<file path="config.mk">
export PLATFORM = sky130hd
export DESIGN_NAME = chip_top
export DESIGN_NICKNAME = d
export VERILOG_FILES = /design/src/hw/chip_pkg.sv /design/src/hw/apb_xbar.sv /design/src/hw/gpio.sv /design/src/hw/spi_device.sv /design/src/hw/jtag_tap.sv /design/src/hw/chip_top.sv
export VERILOG_INCLUDE_DIRS = /design/src /design/src/hw
export SDC_FILE = /design/constraint.sdc
export NUM_CORES = 1
export LEC_CHECK = 0
export ABC_AREA = 1
export BUFFER_PORTS_ARGS = -buffer_cell sky130_fd_sc_hd__buf_4
export CAP_MARGIN = 20
export CORE_ASPECT_RATIO = 1.4
export CORE_UTILIZATION = 60
export DETAILED_ROUTE_END_ITERATION = 7
export GPL_ROUTABILITY_DRIVEN = 0
export PLACE_DENSITY = 0.95
export SLEW_MARGIN = 40
export SYNTH_ARGS = -nofsm -noshare
export SYNTH_HDL_FRONTEND = slang
export SYNTH_SLANG_ARGS = --single-unit
export TNS_END_PERCENT = 30
</file>
<file path="constraint.sdc">
create_clock -name clk_i -period 7.9 [get_ports clk_i]
set_input_delay 1.58 -clock clk_i [delete_from_list [all_inputs] [get_ports clk_i]]
set_output_delay 1.58 -clock clk_i [all_outputs]
set_load 0.01 [all_outputs]
</file>
<file path="src/hw/chip_params.svh">
// Chip subsystem parameters
// Widths, FIFO depth, IDCODE, APB page map and register offsets

`ifndef CHIP_PARAMS_SVH
`define CHIP_PARAMS_SVH

`define CHIP_GPIO_WIDTH      16
`define CHIP_SPI_RX_DEPTH    4
`define CHIP_JTAG_IDCODE     32'h1A5C_3E2D

// APB pages, decoded from address bits 11:8
`define CHIP_APB_SEL_GPIO    4'h0
`define CHIP_APB_SEL_SPI     4'h1

// Register offsets within a page
`define CHIP_GPIO_OUT_OFS    8'h00
`define CHIP_GPIO_OE_OFS     8'h04
`define CHIP_GPIO_IN_OFS     8'h08
`define CHIP_SPI_RXDATA_OFS  8'h00
`define CHIP_SPI_STATUS_OFS  8'h04
`define CHIP_SPI_TXDATA_OFS  8'h08

`endif

</file>
<file path="src/hw/chip_pkg.sv">
// Chip subsystem package
// Bus, GPIO, SPI and JTAG types shared by the blocks

`default_nettype none

`include "chip_params.svh"

package chip_pkg;

  typedef logic [11:0]                 apb_addr_t;
  typedef logic [31:0]                 apb_data_t;
  typedef logic [`CHIP_GPIO_WIDTH-1:0] gpio_t;
  typedef logic [7:0]                  spi_byte_t;
  typedef logic [3:0]                  jtag_ir_t;

  // Instruction codes
  localparam jtag_ir_t IR_IDCODE = 4'h1;
  localparam jtag_ir_t IR_BYPASS = 4'hF;

  // IEEE 1149.1 controller states
  typedef enum logic [3:0] {
    TAP_TLR,
    TAP_RTI,
    TAP_SEL_DR,
    TAP_CAP_DR,
    TAP_SHIFT_DR,
    TAP_EXIT1_DR,
    TAP_PAUSE_DR,
    TAP_EXIT2_DR,
    TAP_UPD_DR,
    TAP_SEL_IR,
    TAP_CAP_IR,
    TAP_SHIFT_IR,
    TAP_EXIT1_IR,
    TAP_PAUSE_IR,
    TAP_EXIT2_IR,
    TAP_UPD_IR
  } tap_state_e;

endpackage

`default_nettype wire

</file>
<file path="src/hw/apb_xbar.sv">
// APB crossbar
// Decodes the page to GPIO or SPI, muxes read data, flags unmapped pages

`default_nettype none

`include "chip_params.svh"

module apb_xbar (
  input  logic                clk_i,
  input  logic                rst_n_i,
  input  logic                psel_i,
  input  logic                penable_i,
  input  chip_pkg::apb_addr_t paddr_i,
  input  chip_pkg::apb_data_t gpio_rdata_i,
  input  chip_pkg::apb_data_t spi_rdata_i,
  output logic                gpio_sel_o,
  output logic                spi_sel_o,
  output chip_pkg::apb_data_t prdata_o,
  output logic                pready_o,
  output logic                pslverr_o
);

  logic [3:0] page;
  logic       gpio_hit;
  logic       spi_hit;
  logic       setup;
  logic       pready_q;
  logic       pslverr_q;

  assign page     = paddr_i[11:8];
  assign gpio_hit = (page == `CHIP_APB_SEL_GPIO);
  assign spi_hit  = (page == `CHIP_APB_SEL_SPI);
  assign setup    = psel_i & ~penable_i;

  assign gpio_sel_o = psel_i & gpio_hit;
  assign spi_sel_o  = psel_i & spi_hit;

  // Response flags are set up one cycle ahead, so they sit in the access cycle
  always_ff @(posedge clk_i or negedge rst_n_i) begin
    if (!rst_n_i) begin
      pready_q  <= 1'b0;
      pslverr_q <= 1'b0;
    end else begin
      pready_q  <= setup;
      pslverr_q <= setup & ~(gpio_hit | spi_hit);
    end
  end

  assign pready_o  = pready_q;
  assign pslverr_o = pslverr_q;

  // Unmapped pages read zero
  always_comb begin
    prdata_o = '0;
    if (psel_i && penable_i) begin
      if (gpio_hit) begin
        prdata_o = gpio_rdata_i;
      end else if (spi_hit) begin
        prdata_o = spi_rdata_i;
      end
    end
  end

endmodule

`default_nettype wire

</file>
<file path="src/hw/gpio.sv">
// GPIO block
// OUT and OE registers plus a two-flop synchronized IN register on APB

`default_nettype none

`include "chip_params.svh"

module gpio (
  input  logic                clk_i,
  input  logic                rst_n_i,
  input  logic                sel_i,
  input  logic                penable_i,
  input  logic                pwrite_i,
  input  chip_pkg::apb_addr_t addr_i,
  input  chip_pkg::apb_data_t wdata_i,
  input  chip_pkg::gpio_t     gpio_i,
  output chip_pkg::apb_data_t rdata_o,
  output chip_pkg::gpio_t     gpio_o,
  output chip_pkg::gpio_t     gpio_oe_o
);

  chip_pkg::gpio_t out_q;
  chip_pkg::gpio_t oe_q;
  chip_pkg::gpio_t in_meta_q;
  chip_pkg::gpio_t in_q;
  logic            wr_en;

  assign wr_en = sel_i & penable_i & pwrite_i;

  always_ff @(posedge clk_i or negedge rst_n_i) begin
    if (!rst_n_i) begin
      out_q <= '0;
      oe_q  <= '0;
    end else if (wr_en) begin
      if (addr_i[7:0] == `CHIP_GPIO_OUT_OFS) begin
        out_q <= wdata_i[`CHIP_GPIO_WIDTH-1:0];
      end
      if (addr_i[7:0] == `CHIP_GPIO_OE_OFS) begin
        oe_q <= wdata_i[`CHIP_GPIO_WIDTH-1:0];
      end
    end
  end

  // Input synchronizer
  always_ff @(posedge clk_i or negedge rst_n_i) begin
    if (!rst_n_i) begin
      in_meta_q <= '0;
      in_q      <= '0;
    end else begin
      in_meta_q <= gpio_i;
      in_q      <= in_meta_q;
    end
  end

  assign gpio_o    = out_q;
  assign gpio_oe_o = oe_q;

  always_comb begin
    case (addr_i[7:0])
      `CHIP_GPIO_OUT_OFS: rdata_o = chip_pkg::apb_data_t'(out_q);
      `CHIP_GPIO_OE_OFS:  rdata_o = chip_pkg::apb_data_t'(oe_q);
      `CHIP_GPIO_IN_OFS:  rdata_o = chip_pkg::apb_data_t'(in_q);
      default:            rdata_o = '0;
    endcase
  end

endmodule

`default_nettype wire

</file>
<file path="src/hw/spi_device.sv">
// SPI device, mode 0 target
// Oversampled pins, RX FIFO with sticky overflow, TX byte shifted MSB first

`default_nettype none

`include "chip_params.svh"

module spi_device #(
  parameter int RX_DEPTH = `CHIP_SPI_RX_DEPTH
) (
  input  logic                clk_i,
  input  logic                rst_n_i,
  input  logic                sel_i,
  input  logic                penable_i,
  input  logic                pwrite_i,
  input  chip_pkg::apb_addr_t addr_i,
  input  chip_pkg::apb_data_t wdata_i,
  input  logic                sck_i,
  input  logic                csb_i,
  input  logic                sdi_i,
  output chip_pkg::apb_data_t rdata_o,
  output logic                sdo_o
);

  localparam int PTR_W = $clog2(RX_DEPTH);
  localparam int CNT_W = $clog2(RX_DEPTH + 1);

  logic [2:0]          sck_q;
  logic [2:0]          csb_q;
  logic [1:0]          sdi_q;
  logic                sck_rise;
  logic                sck_fall;
  logic                csb_fall;
  logic                csb_act;
  logic [2:0]          bit_cnt_q;
  logic [6:0]          rx_sr_q;
  logic                byte_done;
  chip_pkg::spi_byte_t rx_byte;
  chip_pkg::spi_byte_t rx_mem [RX_DEPTH];
  logic [PTR_W-1:0]    wr_ptr_q;
  logic [PTR_W-1:0]    rd_ptr_q;
  logic [CNT_W-1:0]    count_q;
  logic                full;
  logic                empty;
  logic                push;
  logic                pop;
  logic                ovf_q;
  chip_pkg::spi_byte_t tx_q;
  chip_pkg::spi_byte_t tx_sr_q;
  logic                wr_en;
  logic                rd_en;

  // Two sync flops plus one more for edge detection
  always_ff @(posedge clk_i or negedge rst_n_i) begin
    if (!rst_n_i) begin
      sck_q <= 3'b000;
      csb_q <= 3'b111;
      sdi_q <= 2'b00;
    end else begin
      sck_q <= {sck_q[1:0], sck_i};
      csb_q <= {csb_q[1:0], csb_i};
      sdi_q <= {sdi_q[0], sdi_i};
    end
  end

  assign csb_act  = ~csb_q[1];
  assign sck_rise = sck_q[1] & ~sck_q[2];
  assign sck_fall = ~sck_q[1] & sck_q[2];
  assign csb_fall = ~csb_q[1] & csb_q[2];

  // Receive shifter, a partial byte is lost when CSB goes high
  assign byte_done = csb_act & sck_rise & (bit_cnt_q == 3'd7);
  assign rx_byte   = {rx_sr_q, sdi_q[1]};

  always_ff @(posedge clk_i or negedge rst_n_i) begin
    if (!rst_n_i) begin
      bit_cnt_q <= '0;
    end else if (!csb_act) begin
      bit_cnt_q <= '0;
    end else if (sck_rise) begin
      bit_cnt_q <= bit_cnt_q + 3'd1;
    end
  end

  always_ff @(posedge clk_i) begin
    if (csb_act && sck_rise) begin
      rx_sr_q <= rx_byte[6:0];
    end
  end

  // RX FIFO
  assign wr_en = sel_i & penable_i & pwrite_i;
  assign rd_en = sel_i & penable_i & ~pwrite_i;
  assign full  = (count_q == CNT_W'(RX_DEPTH));
  assign empty = (count_q == '0);
  assign push  = byte_done & ~full;
  assign pop   = rd_en & (addr_i[7:0] == `CHIP_SPI_RXDATA_OFS) & ~empty;

  always_ff @(posedge clk_i) begin
    if (push) begin
      rx_mem[wr_ptr_q] <= rx_byte;
    end
  end

  always_ff @(posedge clk_i or negedge rst_n_i) begin
    if (!rst_n_i) begin
      wr_ptr_q <= '0;
      rd_ptr_q <= '0;
      count_q  <= '0;
      ovf_q    <= 1'b0;
    end else begin
      if (push) begin
        wr_ptr_q <= wr_ptr_q + PTR_W'(1);
      end
      if (pop) begin
        rd_ptr_q <= rd_ptr_q + PTR_W'(1);
      end
      if (push && !pop) begin
        count_q <= count_q + CNT_W'(1);
      end else if (pop && !push) begin
        count_q <= count_q - CNT_W'(1);
      end
      // Set wins over a clear in the same cycle
      if (byte_done && full) begin
        ovf_q <= 1'b1;
      end else if (wr_en && addr_i[7:0] == `CHIP_SPI_STATUS_OFS && wdata_i[8]) begin
        ovf_q <= 1'b0;
      end
    end
  end

  // TX byte and its shifter, loaded on CSB fall
  always_ff @(posedge clk_i or negedge rst_n_i) begin
    if (!rst_n_i) begin
      tx_q    <= '0;
      tx_sr_q <= '0;
    end else begin
      if (wr_en && addr_i[7:0] == `CHIP_SPI_TXDATA_OFS) begin
        tx_q <= wdata_i[7:0];
      end
      if (csb_fall) begin
        tx_sr_q <= tx_q;
      end else if (csb_act && sck_fall) begin
        tx_sr_q <= {tx_sr_q[6:0], 1'b0};
      end
    end
  end

  assign sdo_o = tx_sr_q[7];

  always_comb begin
    rdata_o = '0;
    case (addr_i[7:0])
      `CHIP_SPI_RXDATA_OFS: begin
        if (!empty) begin
          rdata_o[7:0] = rx_mem[rd_ptr_q];
        end
      end
      `CHIP_SPI_STATUS_OFS: begin
        rdata_o[3:0] = 4'(count_q);
        rdata_o[8]   = ovf_q;
      end
      `CHIP_SPI_TXDATA_OFS: rdata_o[7:0] = tx_q;
      default:              rdata_o = '0;
    endcase
  end

endmodule

`default_nettype wire

</file>
<file path="src/hw/jtag_tap.sv">
// JTAG TAP controller
// 16-state 1149.1 machine with a 4-bit IR, IDCODE and BYPASS registers
// TCK is oversampled on clk_i

`default_nettype none

`include "chip_params.svh"

module jtag_tap (
  input  logic clk_i,
  input  logic rst_n_i,
  input  logic tck_i,
  input  logic tms_i,
  input  logic tdi_i,
  input  logic trst_n_i,
  output logic tdo_o
);

  logic [2:0]           tck_q;
  logic [1:0]           tms_q;
  logic [1:0]           tdi_q;
  logic [1:0]           trst_q;
  logic                 tck_rise;
  logic                 tck_fall;
  logic                 tms_s;
  logic                 tdi_s;
  chip_pkg::tap_state_e state_q;
  chip_pkg::tap_state_e state_d;
  chip_pkg::jtag_ir_t   ir_q;
  chip_pkg::jtag_ir_t   ir_sr_q;
  logic [31:0]          dr_sr_q;
  logic                 idcode_sel;
  logic                 tdo_q;

  always_ff @(posedge clk_i or negedge rst_n_i) begin
    if (!rst_n_i) begin
      tck_q  <= 3'b000;
      tms_q  <= 2'b11;
      tdi_q  <= 2'b00;
      trst_q <= 2'b00;
    end else begin
      tck_q  <= {tck_q[1:0], tck_i};
      tms_q  <= {tms_q[0], tms_i};
      tdi_q  <= {tdi_q[0], tdi_i};
      trst_q <= {trst_q[0], trst_n_i};
    end
  end

  assign tck_rise = tck_q[1] & ~tck_q[2];
  assign tck_fall = ~tck_q[1] & tck_q[2];
  assign tms_s    = tms_q[1];
  assign tdi_s    = tdi_q[1];

  always_comb begin
    case (state_q)
      chip_pkg::TAP_TLR:      state_d = tms_s ? chip_pkg::TAP_TLR      : chip_pkg::TAP_RTI;
      chip_pkg::TAP_RTI:      state_d = tms_s ? chip_pkg::TAP_SEL_DR   : chip_pkg::TAP_RTI;
      chip_pkg::TAP_SEL_DR:   state_d = tms_s ? chip_pkg::TAP_SEL_IR   : chip_pkg::TAP_CAP_DR;
      chip_pkg::TAP_CAP_DR:   state_d = tms_s ? chip_pkg::TAP_EXIT1_DR : chip_pkg::TAP_SHIFT_DR;
      chip_pkg::TAP_SHIFT_DR: state_d = tms_s ? chip_pkg::TAP_EXIT1_DR : chip_pkg::TAP_SHIFT_DR;
      chip_pkg::TAP_EXIT1_DR: state_d = tms_s ? chip_pkg::TAP_UPD_DR   : chip_pkg::TAP_PAUSE_DR;
      chip_pkg::TAP_PAUSE_DR: state_d = tms_s ? chip_pkg::TAP_EXIT2_DR : chip_pkg::TAP_PAUSE_DR;
      chip_pkg::TAP_EXIT2_DR: state_d = tms_s ? chip_pkg::TAP_UPD_DR   : chip_pkg::TAP_SHIFT_DR;
      chip_pkg::TAP_UPD_DR:   state_d = tms_s ? chip_pkg::TAP_SEL_DR   : chip_pkg::TAP_RTI;
      chip_pkg::TAP_SEL_IR:   state_d = tms_s ? chip_pkg::TAP_TLR      : chip_pkg::TAP_CAP_IR;
      chip_pkg::TAP_CAP_IR:   state_d = tms_s ? chip_pkg::TAP_EXIT1_IR : chip_pkg::TAP_SHIFT_IR;
      chip_pkg::TAP_SHIFT_IR: state_d = tms_s ? chip_pkg::TAP_EXIT1_IR : chip_pkg::TAP_SHIFT_IR;
      chip_pkg::TAP_EXIT1_IR: state_d = tms_s ? chip_pkg::TAP_UPD_IR   : chip_pkg::TAP_PAUSE_IR;
      chip_pkg::TAP_PAUSE_IR: state_d = tms_s ? chip_pkg::TAP_EXIT2_IR : chip_pkg::TAP_PAUSE_IR;
      chip_pkg::TAP_EXIT2_IR: state_d = tms_s ? chip_pkg::TAP_UPD_IR   : chip_pkg::TAP_SHIFT_IR;
      chip_pkg::TAP_UPD_IR:   state_d = tms_s ? chip_pkg::TAP_SEL_DR   : chip_pkg::TAP_RTI;
      default:                state_d = chip_pkg::TAP_TLR;
    endcase
  end

  // State and committed IR, TRST wins over TCK
  always_ff @(posedge clk_i or negedge rst_n_i) begin
    if (!rst_n_i) begin
      state_q <= chip_pkg::TAP_TLR;
      ir_q    <= chip_pkg::IR_IDCODE;
    end else if (!trst_q[1]) begin
      state_q <= chip_pkg::TAP_TLR;
      ir_q    <= chip_pkg::IR_IDCODE;
    end else if (tck_rise) begin
      state_q <= state_d;
      if (state_d == chip_pkg::TAP_TLR) begin
        ir_q <= chip_pkg::IR_IDCODE;
      end else if (state_q == chip_pkg::TAP_UPD_IR) begin
        ir_q <= ir_sr_q;
      end
    end
  end

  // Unknown codes fall back to bypass
  always_comb begin
    case (ir_q)
      chip_pkg::IR_IDCODE: idcode_sel = 1'b1;
      chip_pkg::IR_BYPASS: idcode_sel = 1'b0;
      default:             idcode_sel = 1'b0;
    endcase
  end

  // Capture and shift, LSB first
  always_ff @(posedge clk_i) begin
    if (tck_rise) begin
      case (state_q)
        chip_pkg::TAP_CAP_IR:   ir_sr_q <= 4'b0001;
        chip_pkg::TAP_SHIFT_IR: ir_sr_q <= {tdi_s, ir_sr_q[3:1]};
        chip_pkg::TAP_CAP_DR:   dr_sr_q <= idcode_sel ? `CHIP_JTAG_IDCODE : 32'd0;
        chip_pkg::TAP_SHIFT_DR: begin
          if (idcode_sel) begin
            dr_sr_q <= {tdi_s, dr_sr_q[31:1]};
          end else begin
            dr_sr_q <= {31'd0, tdi_s};
          end
        end
        default: begin
        end
      endcase
    end
  end

  // TDO moves on the falling edge
  always_ff @(posedge clk_i or negedge rst_n_i) begin
    if (!rst_n_i) begin
      tdo_q <= 1'b0;
    end else if (tck_fall) begin
      if (state_q == chip_pkg::TAP_SHIFT_IR) begin
        tdo_q <= ir_sr_q[0];
      end else if (state_q == chip_pkg::TAP_SHIFT_DR) begin
        tdo_q <= dr_sr_q[0];
      end else begin
        tdo_q <= 1'b0;
      end
    end
  end

  assign tdo_o = tdo_q;

endmodule

`default_nettype wire

</file>
<file path="src/hw/chip_top.sv">
// Chip top
// APB host port to GPIO and SPI device, strap-selected JTAG or SPI on the debug port

`default_nettype none

module chip_top (
  input  logic                clk_i,
  input  logic                rst_n_i,
  // APB host port
  input  logic                psel_i,
  input  logic                penable_i,
  input  logic                pwrite_i,
  input  chip_pkg::apb_addr_t paddr_i,
  input  chip_pkg::apb_data_t pwdata_i,
  output chip_pkg::apb_data_t prdata_o,
  output logic                pready_o,
  output logic                pslverr_o,
  // Strap and debug-port pins
  input  logic                jtag_spi_n_i,
  input  logic                dps_sck_i,
  input  logic                dps_sdi_i,
  input  logic                dps_cs_i,
  input  logic                dps_trst_n_i,
  output logic                dps_sdo_o,
  // GPIO
  input  chip_pkg::gpio_t     gpio_i,
  output chip_pkg::gpio_t     gpio_o,
  output chip_pkg::gpio_t     gpio_oe_o
);

  logic                gpio_sel;
  logic                spi_sel;
  chip_pkg::apb_data_t gpio_rdata;
  chip_pkg::apb_data_t spi_rdata;
  logic                spi_sck;
  logic                spi_csb;
  logic                spi_sdi;
  logic                spi_sdo;
  logic                tap_tck;
  logic                tap_tms;
  logic                tap_tdi;
  logic                tap_trst_n;
  logic                tap_tdo;

  // Pin mux, the unselected block sees idle levels
  assign tap_tck    = jtag_spi_n_i ? dps_sck_i    : 1'b0;
  assign tap_tdi    = jtag_spi_n_i ? dps_sdi_i    : 1'b0;
  assign tap_tms    = jtag_spi_n_i ? dps_cs_i     : 1'b1;
  assign tap_trst_n = jtag_spi_n_i ? dps_trst_n_i : 1'b0;
  assign spi_sck    = jtag_spi_n_i ? 1'b0         : dps_sck_i;
  assign spi_sdi    = jtag_spi_n_i ? 1'b0         : dps_sdi_i;
  assign spi_csb    = jtag_spi_n_i ? 1'b1         : dps_cs_i;
  assign dps_sdo_o  = jtag_spi_n_i ? tap_tdo      : spi_sdo;

  apb_xbar u_apb_xbar (
    .clk_i        (clk_i),
    .rst_n_i      (rst_n_i),
    .psel_i       (psel_i),
    .penable_i    (penable_i),
    .paddr_i      (paddr_i),
    .gpio_rdata_i (gpio_rdata),
    .spi_rdata_i  (spi_rdata),
    .gpio_sel_o   (gpio_sel),
    .spi_sel_o    (spi_sel),
    .prdata_o     (prdata_o),
    .pready_o     (pready_o),
    .pslverr_o    (pslverr_o)
  );

  gpio u_gpio (
    .clk_i     (clk_i),
    .rst_n_i   (rst_n_i),
    .sel_i     (gpio_sel),
    .penable_i (penable_i),
    .pwrite_i  (pwrite_i),
    .addr_i    (paddr_i),
    .wdata_i   (pwdata_i),
    .gpio_i    (gpio_i),
    .rdata_o   (gpio_rdata),
    .gpio_o    (gpio_o),
    .gpio_oe_o (gpio_oe_o)
  );

  spi_device u_spi_device (
    .clk_i     (clk_i),
    .rst_n_i   (rst_n_i),
    .sel_i     (spi_sel),
    .penable_i (penable_i),
    .pwrite_i  (pwrite_i),
    .addr_i    (paddr_i),
    .wdata_i   (pwdata_i),
    .sck_i     (spi_sck),
    .csb_i     (spi_csb),
    .sdi_i     (spi_sdi),
    .rdata_o   (spi_rdata),
    .sdo_o     (spi_sdo)
  );

  jtag_tap u_jtag_tap (
    .clk_i    (clk_i),
    .rst_n_i  (rst_n_i),
    .tck_i    (tap_tck),
    .tms_i    (tap_tms),
    .tdi_i    (tap_tdi),
    .trst_n_i (tap_trst_n),
    .tdo_o    (tap_tdo)
  );

endmodule

`default_nettype wire

</file>
# After elaboration in Yosys (flattened, before gate mapping)
# Memory sizes are Yosys's and may differ from the RTL's.
# Index checks and enable logic that the tools add are counted.
dict set report word_totals {
  inputBits 70
  ram_bits 32
  regBits 162
  elab_cells 167
  n_memories 1
  out_inout_bits 67
}
dict set report classes {
  n_eq_ne 23
  mux 52
  bitwise 30
  n_reduce_logical 30
  addsub 5
}
# name words word_bits rd rd_ports_with_merged_regs write_ports line
set mem_list {}
lappend mem_list {u_spi_device.rx_mem 4 8 1 0 1 spi_device.sv:39} ;# chip_pkg::spi_byte_t rx_mem [RX_DEPTH];
# op count
set ops {}
lappend ops {{$mux W32} 3}
lappend ops {{$pmux W32 S2} 1}
lappend ops {{$pmux W16 S3} 1}
lappend ops {{$pmux W4 S12} 1}
lappend ops {{$mux W4} 10}
lappend ops {{$eq A4 B4 Y1 const B} 8}
lappend ops {{$mux W29} 1}
lappend ops {{$mux W8} 3}
lappend ops {{$and A1 B1 Y1} 19}
lappend ops {{$mux W1} 19}
lappend ops {{$mux W3} 6}
lappend ops {{$eq A4 B3 Y1 const B} 4}
lappend ops {{$pmux W4 S2} 2}
lappend ops {{$eq A4 B1 Y1 const B} 3}
lappend ops {{$logic_not A4 Y1} 3}
lappend ops {{$pmux W4 S3} 1}
lappend ops {{$reduce_bool A2 Y1} 6}
lappend ops {{$not A1 Y1} 10}
lappend ops {{$reduce_and A2 Y1} 5}
lappend ops {{$logic_and A1 B1 Y1} 9}
lappend ops {{$mux W9} 1}
lappend ops {{$eq A4 B2 Y1 const B} 2}
lappend ops {{$eq A8 B3 Y1 const B} 1}
lappend ops {{$eq A8 B4 Y1 const B} 1}
lappend ops {{13 further kinds} 20}

# Logic depth before layout (Yosys ltp)
# Gate-level depths: netlist of the first run.
dict set report depth {
  ltp_word 9
  mapped_depth 13
  ltp_nobuf 12
}

# Modules after synthesis
# A second synthesis of the first run with hierarchy kept.
dict set report unflattened {
  hier_cells 1025
  hier_area_um2 9664.3
}
# module area_each_um2 seq_area_each_um2 n_inst cells_per_inst
set modules_own_cells {}
lappend modules_own_cells {spi_device 3497.1 2050.7 1 357}
lappend modules_own_cells {gpio 2673.8 1601.5 1 280}
lappend modules_own_cells {jtag_tap 2427.3 1535.2 1 242}
lappend modules_own_cells {apb_xbar 985.9 50.0 1 128}
lappend modules_own_cells {chip_top 80.1 0.0 1 18}

# Worst setup path after synthesis of the first run
# No wires, ideal clock.
dict set report synth_path {
  kind {input to output}
  from {input port paddr_i[1]}
  to {output port prdata_o[4]}
  arrival_ps 2660
  path_buffers 1
  slack_ps 3660
  stages 8
  cell_sequence {nor2_1 -> nand2_1 -> inv_1 -> nand3_1 -> inv_2 -> clkbuf_1 -> a22oi_1 -> o21ai_0}
}
dict set report synth_between {
  elab_chain_len 5
  word_cells_on_any_way 8
}
# item line
set synth_lines {}
lappend synth_lines {{from (decl)} chip_top.sv:13} ;# input chip_pkg::apb_addr_t paddr_i,
lappend synth_lines {{$eq A8 B4 Y1 or $logic_not A8 Y1 (tied branches)} {gpio.sv:59, spi_device.sv:153}}
lappend synth_lines {{$pmux W4 S2} spi_device.sv:153} ;# case (addr_i[7:0])
lappend synth_lines {{$mux W9} apb_xbar.sv:58} ;# end else if (spi_hit) begin
lappend synth_lines {{$mux W32 (*)} apb_xbar.sv:56} ;# if (gpio_hit) begin
lappend synth_lines {{$mux W32 (*)} apb_xbar.sv:55} ;# if (psel_i && penable_i) begin
lappend synth_lines {{to (decl)} chip_top.sv:15} ;# output chip_pkg::apb_data_t prdata_o,
# Every way passes the cells marked *; elsewhere a longest branch is shown, timed or not.

# Final worst setup path of the first run
dict set report layout_path {
  from {input port paddr_i[3]}
  to {output port prdata_o[0]}
}
dict set report layout_between {
  elab_chain_len 5
  word_cells_on_any_way 8
}
# item line
set layout_lines {}
lappend layout_lines {{$eq A8 B4 Y1, or another cell as far along} {gpio.sv:59, spi_device.sv:153}}
lappend layout_lines {{$pmux W4 S3} spi_device.sv:153}
lappend layout_lines {{$mux W9} apb_xbar.sv:58}
lappend layout_lines {{$mux W32 (*)} apb_xbar.sv:56}
lappend layout_lines {{$mux W32 (*)} apb_xbar.sv:55}
# Marks and branches as above.

==> results of run 1 <==
sequential cells by signal, indices dropped and copies added (netlist names), 4 cells and up:
register              count
u_gpio.gpio_o            16
u_gpio.gpio_oe_o         16
u_gpio.in_meta_q         16
u_gpio.in_q              16
u_jtag_tap.dr_sr_q       32
u_jtag_tap.ir_q           4
u_jtag_tap.ir_sr_q        4
u_jtag_tap.state_q        4
u_spi_device.rx_mem      32
u_spi_device.rx_sr_q      7
u_spi_device.tx_q         8
u_spi_device.tx_sr_q      8
report_power, final:
part	leakage [nW]	internal (mW)	total, mW	switching, mW
Sequential	2.24	1.07	1.08	0.0129
Combinational	2.03	0.0375	0.0986	0.0611
Clock	0.300	0.444	0.853	0.410
routing by layer:
metal  share of wire [%]  GRT usage, %
met1                  35          30.1
met2                  52          44.7
met3                 7.1          5.73
met4                 5.7          17.9
met5                   0             0
final cells by class:
class | instances | area (µm²)
Multi-Input combinational cell | 470 | 2260
Sequential cell | 194 | 5240
Inverter | 119 | 447
Tap cell | 178 | 223
Clock buffer | 17 | 425
Timing Repair Buffer | 107 | 807
Fill cell | 826 | 3430
Clock inverter | 15 | 173
per-stage QoR:
step / setup WS [ns] / area [µm²] / hold slack (ns) / instances
after floorplan: 3.66 / 8160 / 0.331 / 824
after global placement: 3.08 / 8950 / 0.331 / 1068
after detailed placement: 3.04 / 8970 / 0.335 / 1068
after CTS: 2.97 / 9570 / 0.352 / 1100
after global routing: 2.83 / 9570 / 0.356 / 1100
final: 2.90 / 9570 / 0.350 / 1100
Yosys cell counts (2+ instances only):
master / count / area share, %
inv_1: 114 / 5.3
nor3_1: 4 / 0.25
dfrtp_1: 113 / 35
buf_2: 11 / 0.68
a22oi_1: 6 / 0.56
o211ai_1: 9 / 0.83
a31oi_1: 3 / 0.23
nand3_1: 28 / 1.7
or2_2: 2 / 0.15
nand2_2: 4 / 0.31
nor2_1: 82 / 3.8
o21ai_1: 6 / 0.37
dfstp_2: 6 / 1.9
nand4_1: 4 / 0.31
clkbuf_1: 12 / 0.56
nand3_2: 3 / 0.37
a22o_1: 2 / 0.22
o21ai_0: 87 / 5.4
nand2_1: 170 / 7.9
inv_2: 3 / 0.14
o32ai_1: 5 / 0.54
nor2_2: 6 / 0.46
clkinv_1: 2 / 0.093
ha_1: 7 / 1.1
a21oi_1: 10 / 0.62
o22ai_1: 3 / 0.23
buf_4: 16 / 1.5
edfxtp_1: 75 / 28
xor2_1: 3 / 0.32
cell families (layout without fill, tap and decap cells):
group,after synthesis,in the layout,share of synthesized area (%)
compound gates,134,134,9.28
xor+xnor,4,4,0.432
fa+ha+maj,8,8,1.33
buf+inv,160,258,8.43
flops,194,194,64.6
mux,1,1,0.139
other cells,1,16,0.0463
simple gates,307,307,15.7
placed cells by master, fill, tap and decap left out, drive strengths merged, types with 2 or more instances in the layout:
cell type,synthesis,routed
o21ai,93,93
clkinv,2,5
or2,2,2
clkbuf,13,17
a22o,2,2
dfstp,6,6
a31oi,3,3
nand3,31,31
nor3,4,4
a22oi,6,6
o211ai,9,9
xor2,3,3
inv,117,128
buf,28,107
o22ai,3,3
conb,1,16
ha,7,7
dfrtp,113,113
nand2,174,174
nand4,4,4
a21oi,10,10
edfxtp,75,75
o32ai,5,5
nor2,89,89
how the worst max path moves through the flow:
stage,endpoint,slack [ns],start,cells after the start
global route,prdata_o[0],2.83,paddr_i[3],10
floorplan,prdata_o[4],3.66,paddr_i[1],8
finish,prdata_o[0],2.90,paddr_i[3],10
CTS,prdata_o[0],2.97,paddr_i[3],10
global placement,prdata_o[0],3.08,paddr_i[3],10
detailed placement,prdata_o[0],3.04,paddr_i[3],10
==> reports/metrics.csv, run 1 <==
stage;metric;value;unit
cells_and_area;areaGrowthSynthToFinish;18.1;%
global_routing;grt_pass1_vias;5995;
cts;postCtsSetupBuffers;0;
pwr;finalPower;2.04;mW
floorplanning;dieHeight;140;µm
global_routing;grt.total_usage;26.6;%
critical_path;critPathMaxFanout;19;
floorplanning;die_area;14000;µm²
cells_and_area;antenna_cells;0;
drt;dr.first_iter.drc_count;449;
status;status;finished, violations left;
hold_path;min_to;u_jtag_tap.tck_q[1];
placed_design;io_buffers;104;
sta;fin_crit;5.00;ns
sta;min_period_over_period;63.3;%
cts;htree_levels;4;
critical_path;reg2regPathDepth;10;
drt;via_count;6087;
cells_and_area;final_nets;987;
synth;async_reset_ff_share;61.3;%
synth;yosysSeqAreaShare;64.6;%
global_routing;grt_max_degree;65;
sta;maxSlewHeadroom;45.2;%
sta;finalSetupViolCount;0;
cells_and_area;finalCoreUtilization;73.6;%
placed_design;dp_hpwl;11.9;mm
critical_path;reg2reg_to;u_spi_device.count_q[2];
hold_path;min_path_cells;0;
cts;cts_sinks;194;
sta;finalHoldViolCount;0;
drt;ant_nets;0;
critical_path;cpLargestDelayFamily;buffers and inverters;
critical_path;endpoint_kind;output pin;
floorplanning;rows;49;
drt;wire_per_inst;16.1;µm
critical_path;critical_path_class;input pin to output pin;
synth;synth.avg_cell_area;10.0;µm²
floorplanning;fp.coreArea;13000;µm²
cells_and_area;drive_above_1_share;18.3;%
sta;fin_skew;0.0135;ns
hold_path;hold_path.class;flop to flop;
pwr;ir_drop;129;µV
synth;synth_edf_count;75;
cts;cts_inserted_buffers;17;
floorplanning;initial_utilization;62.4;%
synth;synth_cell_types;42;
cts;cts_buffer_depth;2;
sta;worst_slew_pin_slew;0.819;ns
critical_path;path_cells;buf_4 -> inv_1 -> and3_1 -> nand2_1 -> clkinv_1 -> nand2_1 -> nand3_1 -> a21oi_1 -> nor2_1 -> buf_4;
critical_path;rrSetupSlack;5.36;ns
drt;drt-total-wl;17.7;mm
critical_path;start_kind;input pin;
hold_path;min-delay-start;u_jtag_tap.tck_q[0];
cts;cts_resized;0;
cts;holdBufCountCts;0;
critical_path;cpPeakStageDelay;0.56;ns
synth;yosysWarnings;0;
pwr;p_per_area;213;nW/µm²
sta;tns;0;ns
job;drv_cap;0;
drt;drc_errors;2;
global_routing;grt_overflow;0;
synth;synthesis.instances;809;
synth;ys.flop_type;dfrtp_1;
sta;fmax;200;MHz
status;violations;design-rule violations;
floorplanning;ios;137;
global_routing;antenna_found_initial;0;
cts;ctsRootBufferMaster;clkbuf_16;
drt;first_pass_iters;8;
pwr;cellLeakagePower;4.57;nW
critical_path;required;6.32;ns
cts;clk_pin_slew_worst_paths;0.07;ns
global_routing;grt_pass1_wl;28.3;mm
sta;slew_viol_final;0;
critical_path;r2r_start;u_spi_device.bit_cnt_q[0];
synth;ys_ff_latch;194;
critical_path;critPathSlowestCell;clkinv_1;
critical_path;arrival;3.42;ns
cts;insertion_delay;0.44;ns
critical_path;worst-path-buf-inv;4;
cts;cts_tree;yes;
sta;rsz0062_at_grt;false;
drt;drt-vias-per-instance;5.53;
synth;synth_area;8100;µm²
floorplanning;fp.dieW;100;µm
(Power assumes the default switching activity.)
==> inputs of run 2 (changes only) <==
Settings changed: ABC_AREA 1 to 0, CORE_UTILIZATION 60 to 51, PLACE_DENSITY 0.95 to 0.87.
Clock period 7.9 ns to 4.3 ns, I/O delays scaled along.
==> run 2 against run 1 <==
Compared with the run above: the flow now finishes without violations; area after synthesis increased by 0.37%; core utilization down 12 points; clock power grew 96%; first-iteration DRC count increased by 5.8%; setup slack got worse by 2.2 ns; register-to-register slack got worse by 3.7 ns; critical path type unchanged; largest cell class unchanged; highest routed layer unchanged.
==> reports/metrics.csv, run 2 <==
stage;metric;value;unit
cts;cts_sinks;194;
synth;async_reset_ff_share;61.3;%
pwr;p_per_area;389;nW/µm²
drt;ant_nets;0;
synth;synth_top_area_share;34.8;%
synth;synth_most_common_cell;dfrtp_1;
sta;fmax;281;MHz
cts;holdBufCountCts;0;
cts;ctsRootBufferMaster;clkbuf_16;
pwr;ir_drop;275;µV
floorplanning;initial_utilization;52.1;%
floorplanning;ios;137;
job;drv_cap;0;
status;status;finished, final reports clean;
critical_path;rrSetupSlack;1.62;ns
cts;htree_levels;4;
cells_and_area;areaGrowthSynthToFinish;18.9;%
placed_design;dp_hpwl;11.2;mm
drt;drc_errors;0;
synth;yosysTopAreaCell;dfrtp_1;
sta;maxSlewHeadroom;50.1;%
critical_path;crit_path_start;paddr_i[1];
synth;synth_cell_types;62;
cells_and_area;reg_top3;u_jtag_tap.dr_sr_q (32), u_spi_device.rx_mem (32);
hold_path;hold_path.class;flop to flop;
sta;fin_crit;3.55;ns
critical_path;critPathMaxFanout;12;
hold_path;min-delay-start;u_gpio.in_meta_q[12];
sta;slew_viol_final;0;
placed_design;io_buffers;104;
critical_path;crit_path_end;prdata_o[6];
pwr;cellLeakagePower;4.17;nW
drt;met1_length;6.16;mm
synth;yosysWarnings;0;
drt;via_count;5021;
floorplanning;dieHeight;151;µm
synth;synth_area;8130;µm²
sta;finalSetupViolCount;0;
sta;layout_setup_ws;0.746;ns
sta;min_period_over_period;82.6;%
critical_path;arrival;2.69;ns
cells_and_area;layout_commonest_cell;dfrtp_1;
synth;synth_common_cells;dfrtp_1, edfxtp_1, mux2i_1;
critical_path;start_kind;input pin;
cts;cts_tree;yes;
synth;ys.flop_type;dfrtp_1;
sta;tns;0;ns
critical_path;required;3.44;ns
pwr;finalPower;3.77;mW
drt;dr.first_iter.drc_count;475;
global_routing;antenna_found_initial;0;
cts;cts_buffer_depth;2;
synth;ys_ff_latch;194;
cts;insertion_delay;0.43;ns
sta;worst_slew_pin_slew;0.744;ns
synth;yosysSeqAreaShare;64.4;%
global_routing;grt_overflow;0;
cells_and_area;antenna_cells;0;
cts;cts_inserted_buffers;17;
global_routing;grt.total_usage;20.8;%
floorplanning;rows;54;
synth;synth_edf_count;75;
placed_design;place_ws;0.781;ns
floorplanning;die_area;16500;µm²
synth;synth.avg_cell_area;14.4;µm²
global_routing;grt_pass1_wl;25.9;mm
drt;first_pass_iters;5;
critical_path;r2r_start;u_spi_device.csb_q[1];
cts;postCtsSetupBuffers;0;
drt;drt-total-wl;16.2;mm
synth;synthesis.instances;565;
critical_path;endpoint_kind;output pin;
critical_path;reg2regPathDepth;10;
synth;yosys-top-cells-area;dfrtp_1, edfxtp_1, mux2_4;
cells_and_area;layout_common_cells;dfrtp_1, buf_4, edfxtp_1;
critical_path;reg2reg_to;u_spi_device.count_q[2];
cells_and_area;drive_above_1_share;32.0;%
critical_path;critical_path_class;input pin to output pin;
global_routing;grt_max_degree;81;
sta;fin_skew;0.0158;ns
drt;wire_per_inst;18.5;µm
cells_and_area;final_nets;744;
floorplanning;fp.coreArea;15600;µm²
drt;wl_met3;964;µm
cts;clk_pin_slew_worst_paths;0.07;ns
sta;rsz0062_at_grt;false;
drt;drt-vias-per-instance;5.74;
floorplanning;fp.dieW;109;µm
global_routing;grt_pass1_vias;5189;
drt;dr_wl_met2;8.60;mm
sta;finalHoldViolCount;0;
drt;top_layer;met4;
cts;cts_resized;0;
[run 2: cell types whose count changed after synthesis, moves of 25 or more]
cell / before / now
inv_1: 114 / 12
mux2i_1: 0 / 25
nand2_1: 170 / 17
nand3_1: 28 / 1
nor2_1: 82 / 23
o21ai_0: 87 / 20
[run 2: logic make-up after synthesis]
kind of cell | count (synthesis) | share of synthesized area, %
simple gates | 126 | 9.29
mux | 76 | 12.2
other cells | 1 | 0.0461
flops | 194 | 64.4
fa+ha+maj | 8 | 1.32
buf+inv | 58 | 3.86
xor+xnor | 8 | 0.861
compound gates | 94 | 8.06
[run 2: worst min-delay path by stage]
stage                      end  slack [ns]  cells after the start
2_1_floorplan   u_gpio.in_q[0]        0.33                      0
3_3_place_gp   u_gpio.in_q[10]        0.33                      0
3_5_place_dp   u_gpio.in_q[12]        0.34                      0
4_1_cts        u_gpio.in_q[12]        0.35                      0
5_1_grt        u_gpio.in_q[12]        0.35                      0
6_report       u_gpio.in_q[12]        0.35                      0
[run 2: worst max-delay path, cell delays in order]
cell and delay (ns):
buf_4 0.12, nor4_4 0.33, nand2_1 0.33, nor3_1 0.61, a221o_1 0.30, buf_4 0.14
[run 2: layer usage]
layer | global-route usage, % | vias up
met5 | 0 | -
met4 | 9.19 | 0
met3 | 5.68 | 42
met2 | 37.3 | 197
met1 | 22.6 | 2543
li1 | - | 2239
[run 2: through the flow]
| stage | instances | util (%) | hold slack [ns] | instance area, µm² |
|---|---|---|---|---|
| finish | 875 | 62.0 | 0.349 | 9670 |
| global route | 875 | 62.0 | 0.354 | 9670 |
| CTS | 875 | 62.0 | 0.351 | 9670 |
| detailed placement | 843 | 57.9 | 0.336 | 9040 |
| global placement | 843 | 57.8 | 0.332 | 9030 |
| floorplan | 580 | - | 0.331 | 8190 |
[run 2: layout make-up]
type / count / area [µm²]
inverters: 12 / 45.0
repair buffers: 113 / 852
flip-flops and latches: 194 / 5240
multi-input cells: 328 / 2660
fillers: 1074 / 5930
well taps: 196 / 245
clock buffers: 21 / 503
clock inverters: 11 / 134
[run 2: power breakdown]
part	internal (mW)	switching (mW)	total, mW
clock network	0.972	0.694	1.67
logic	0.0594	0.0818	0.141
registers	1.94	0.0174	1.96
total	2.97	0.793	3.77
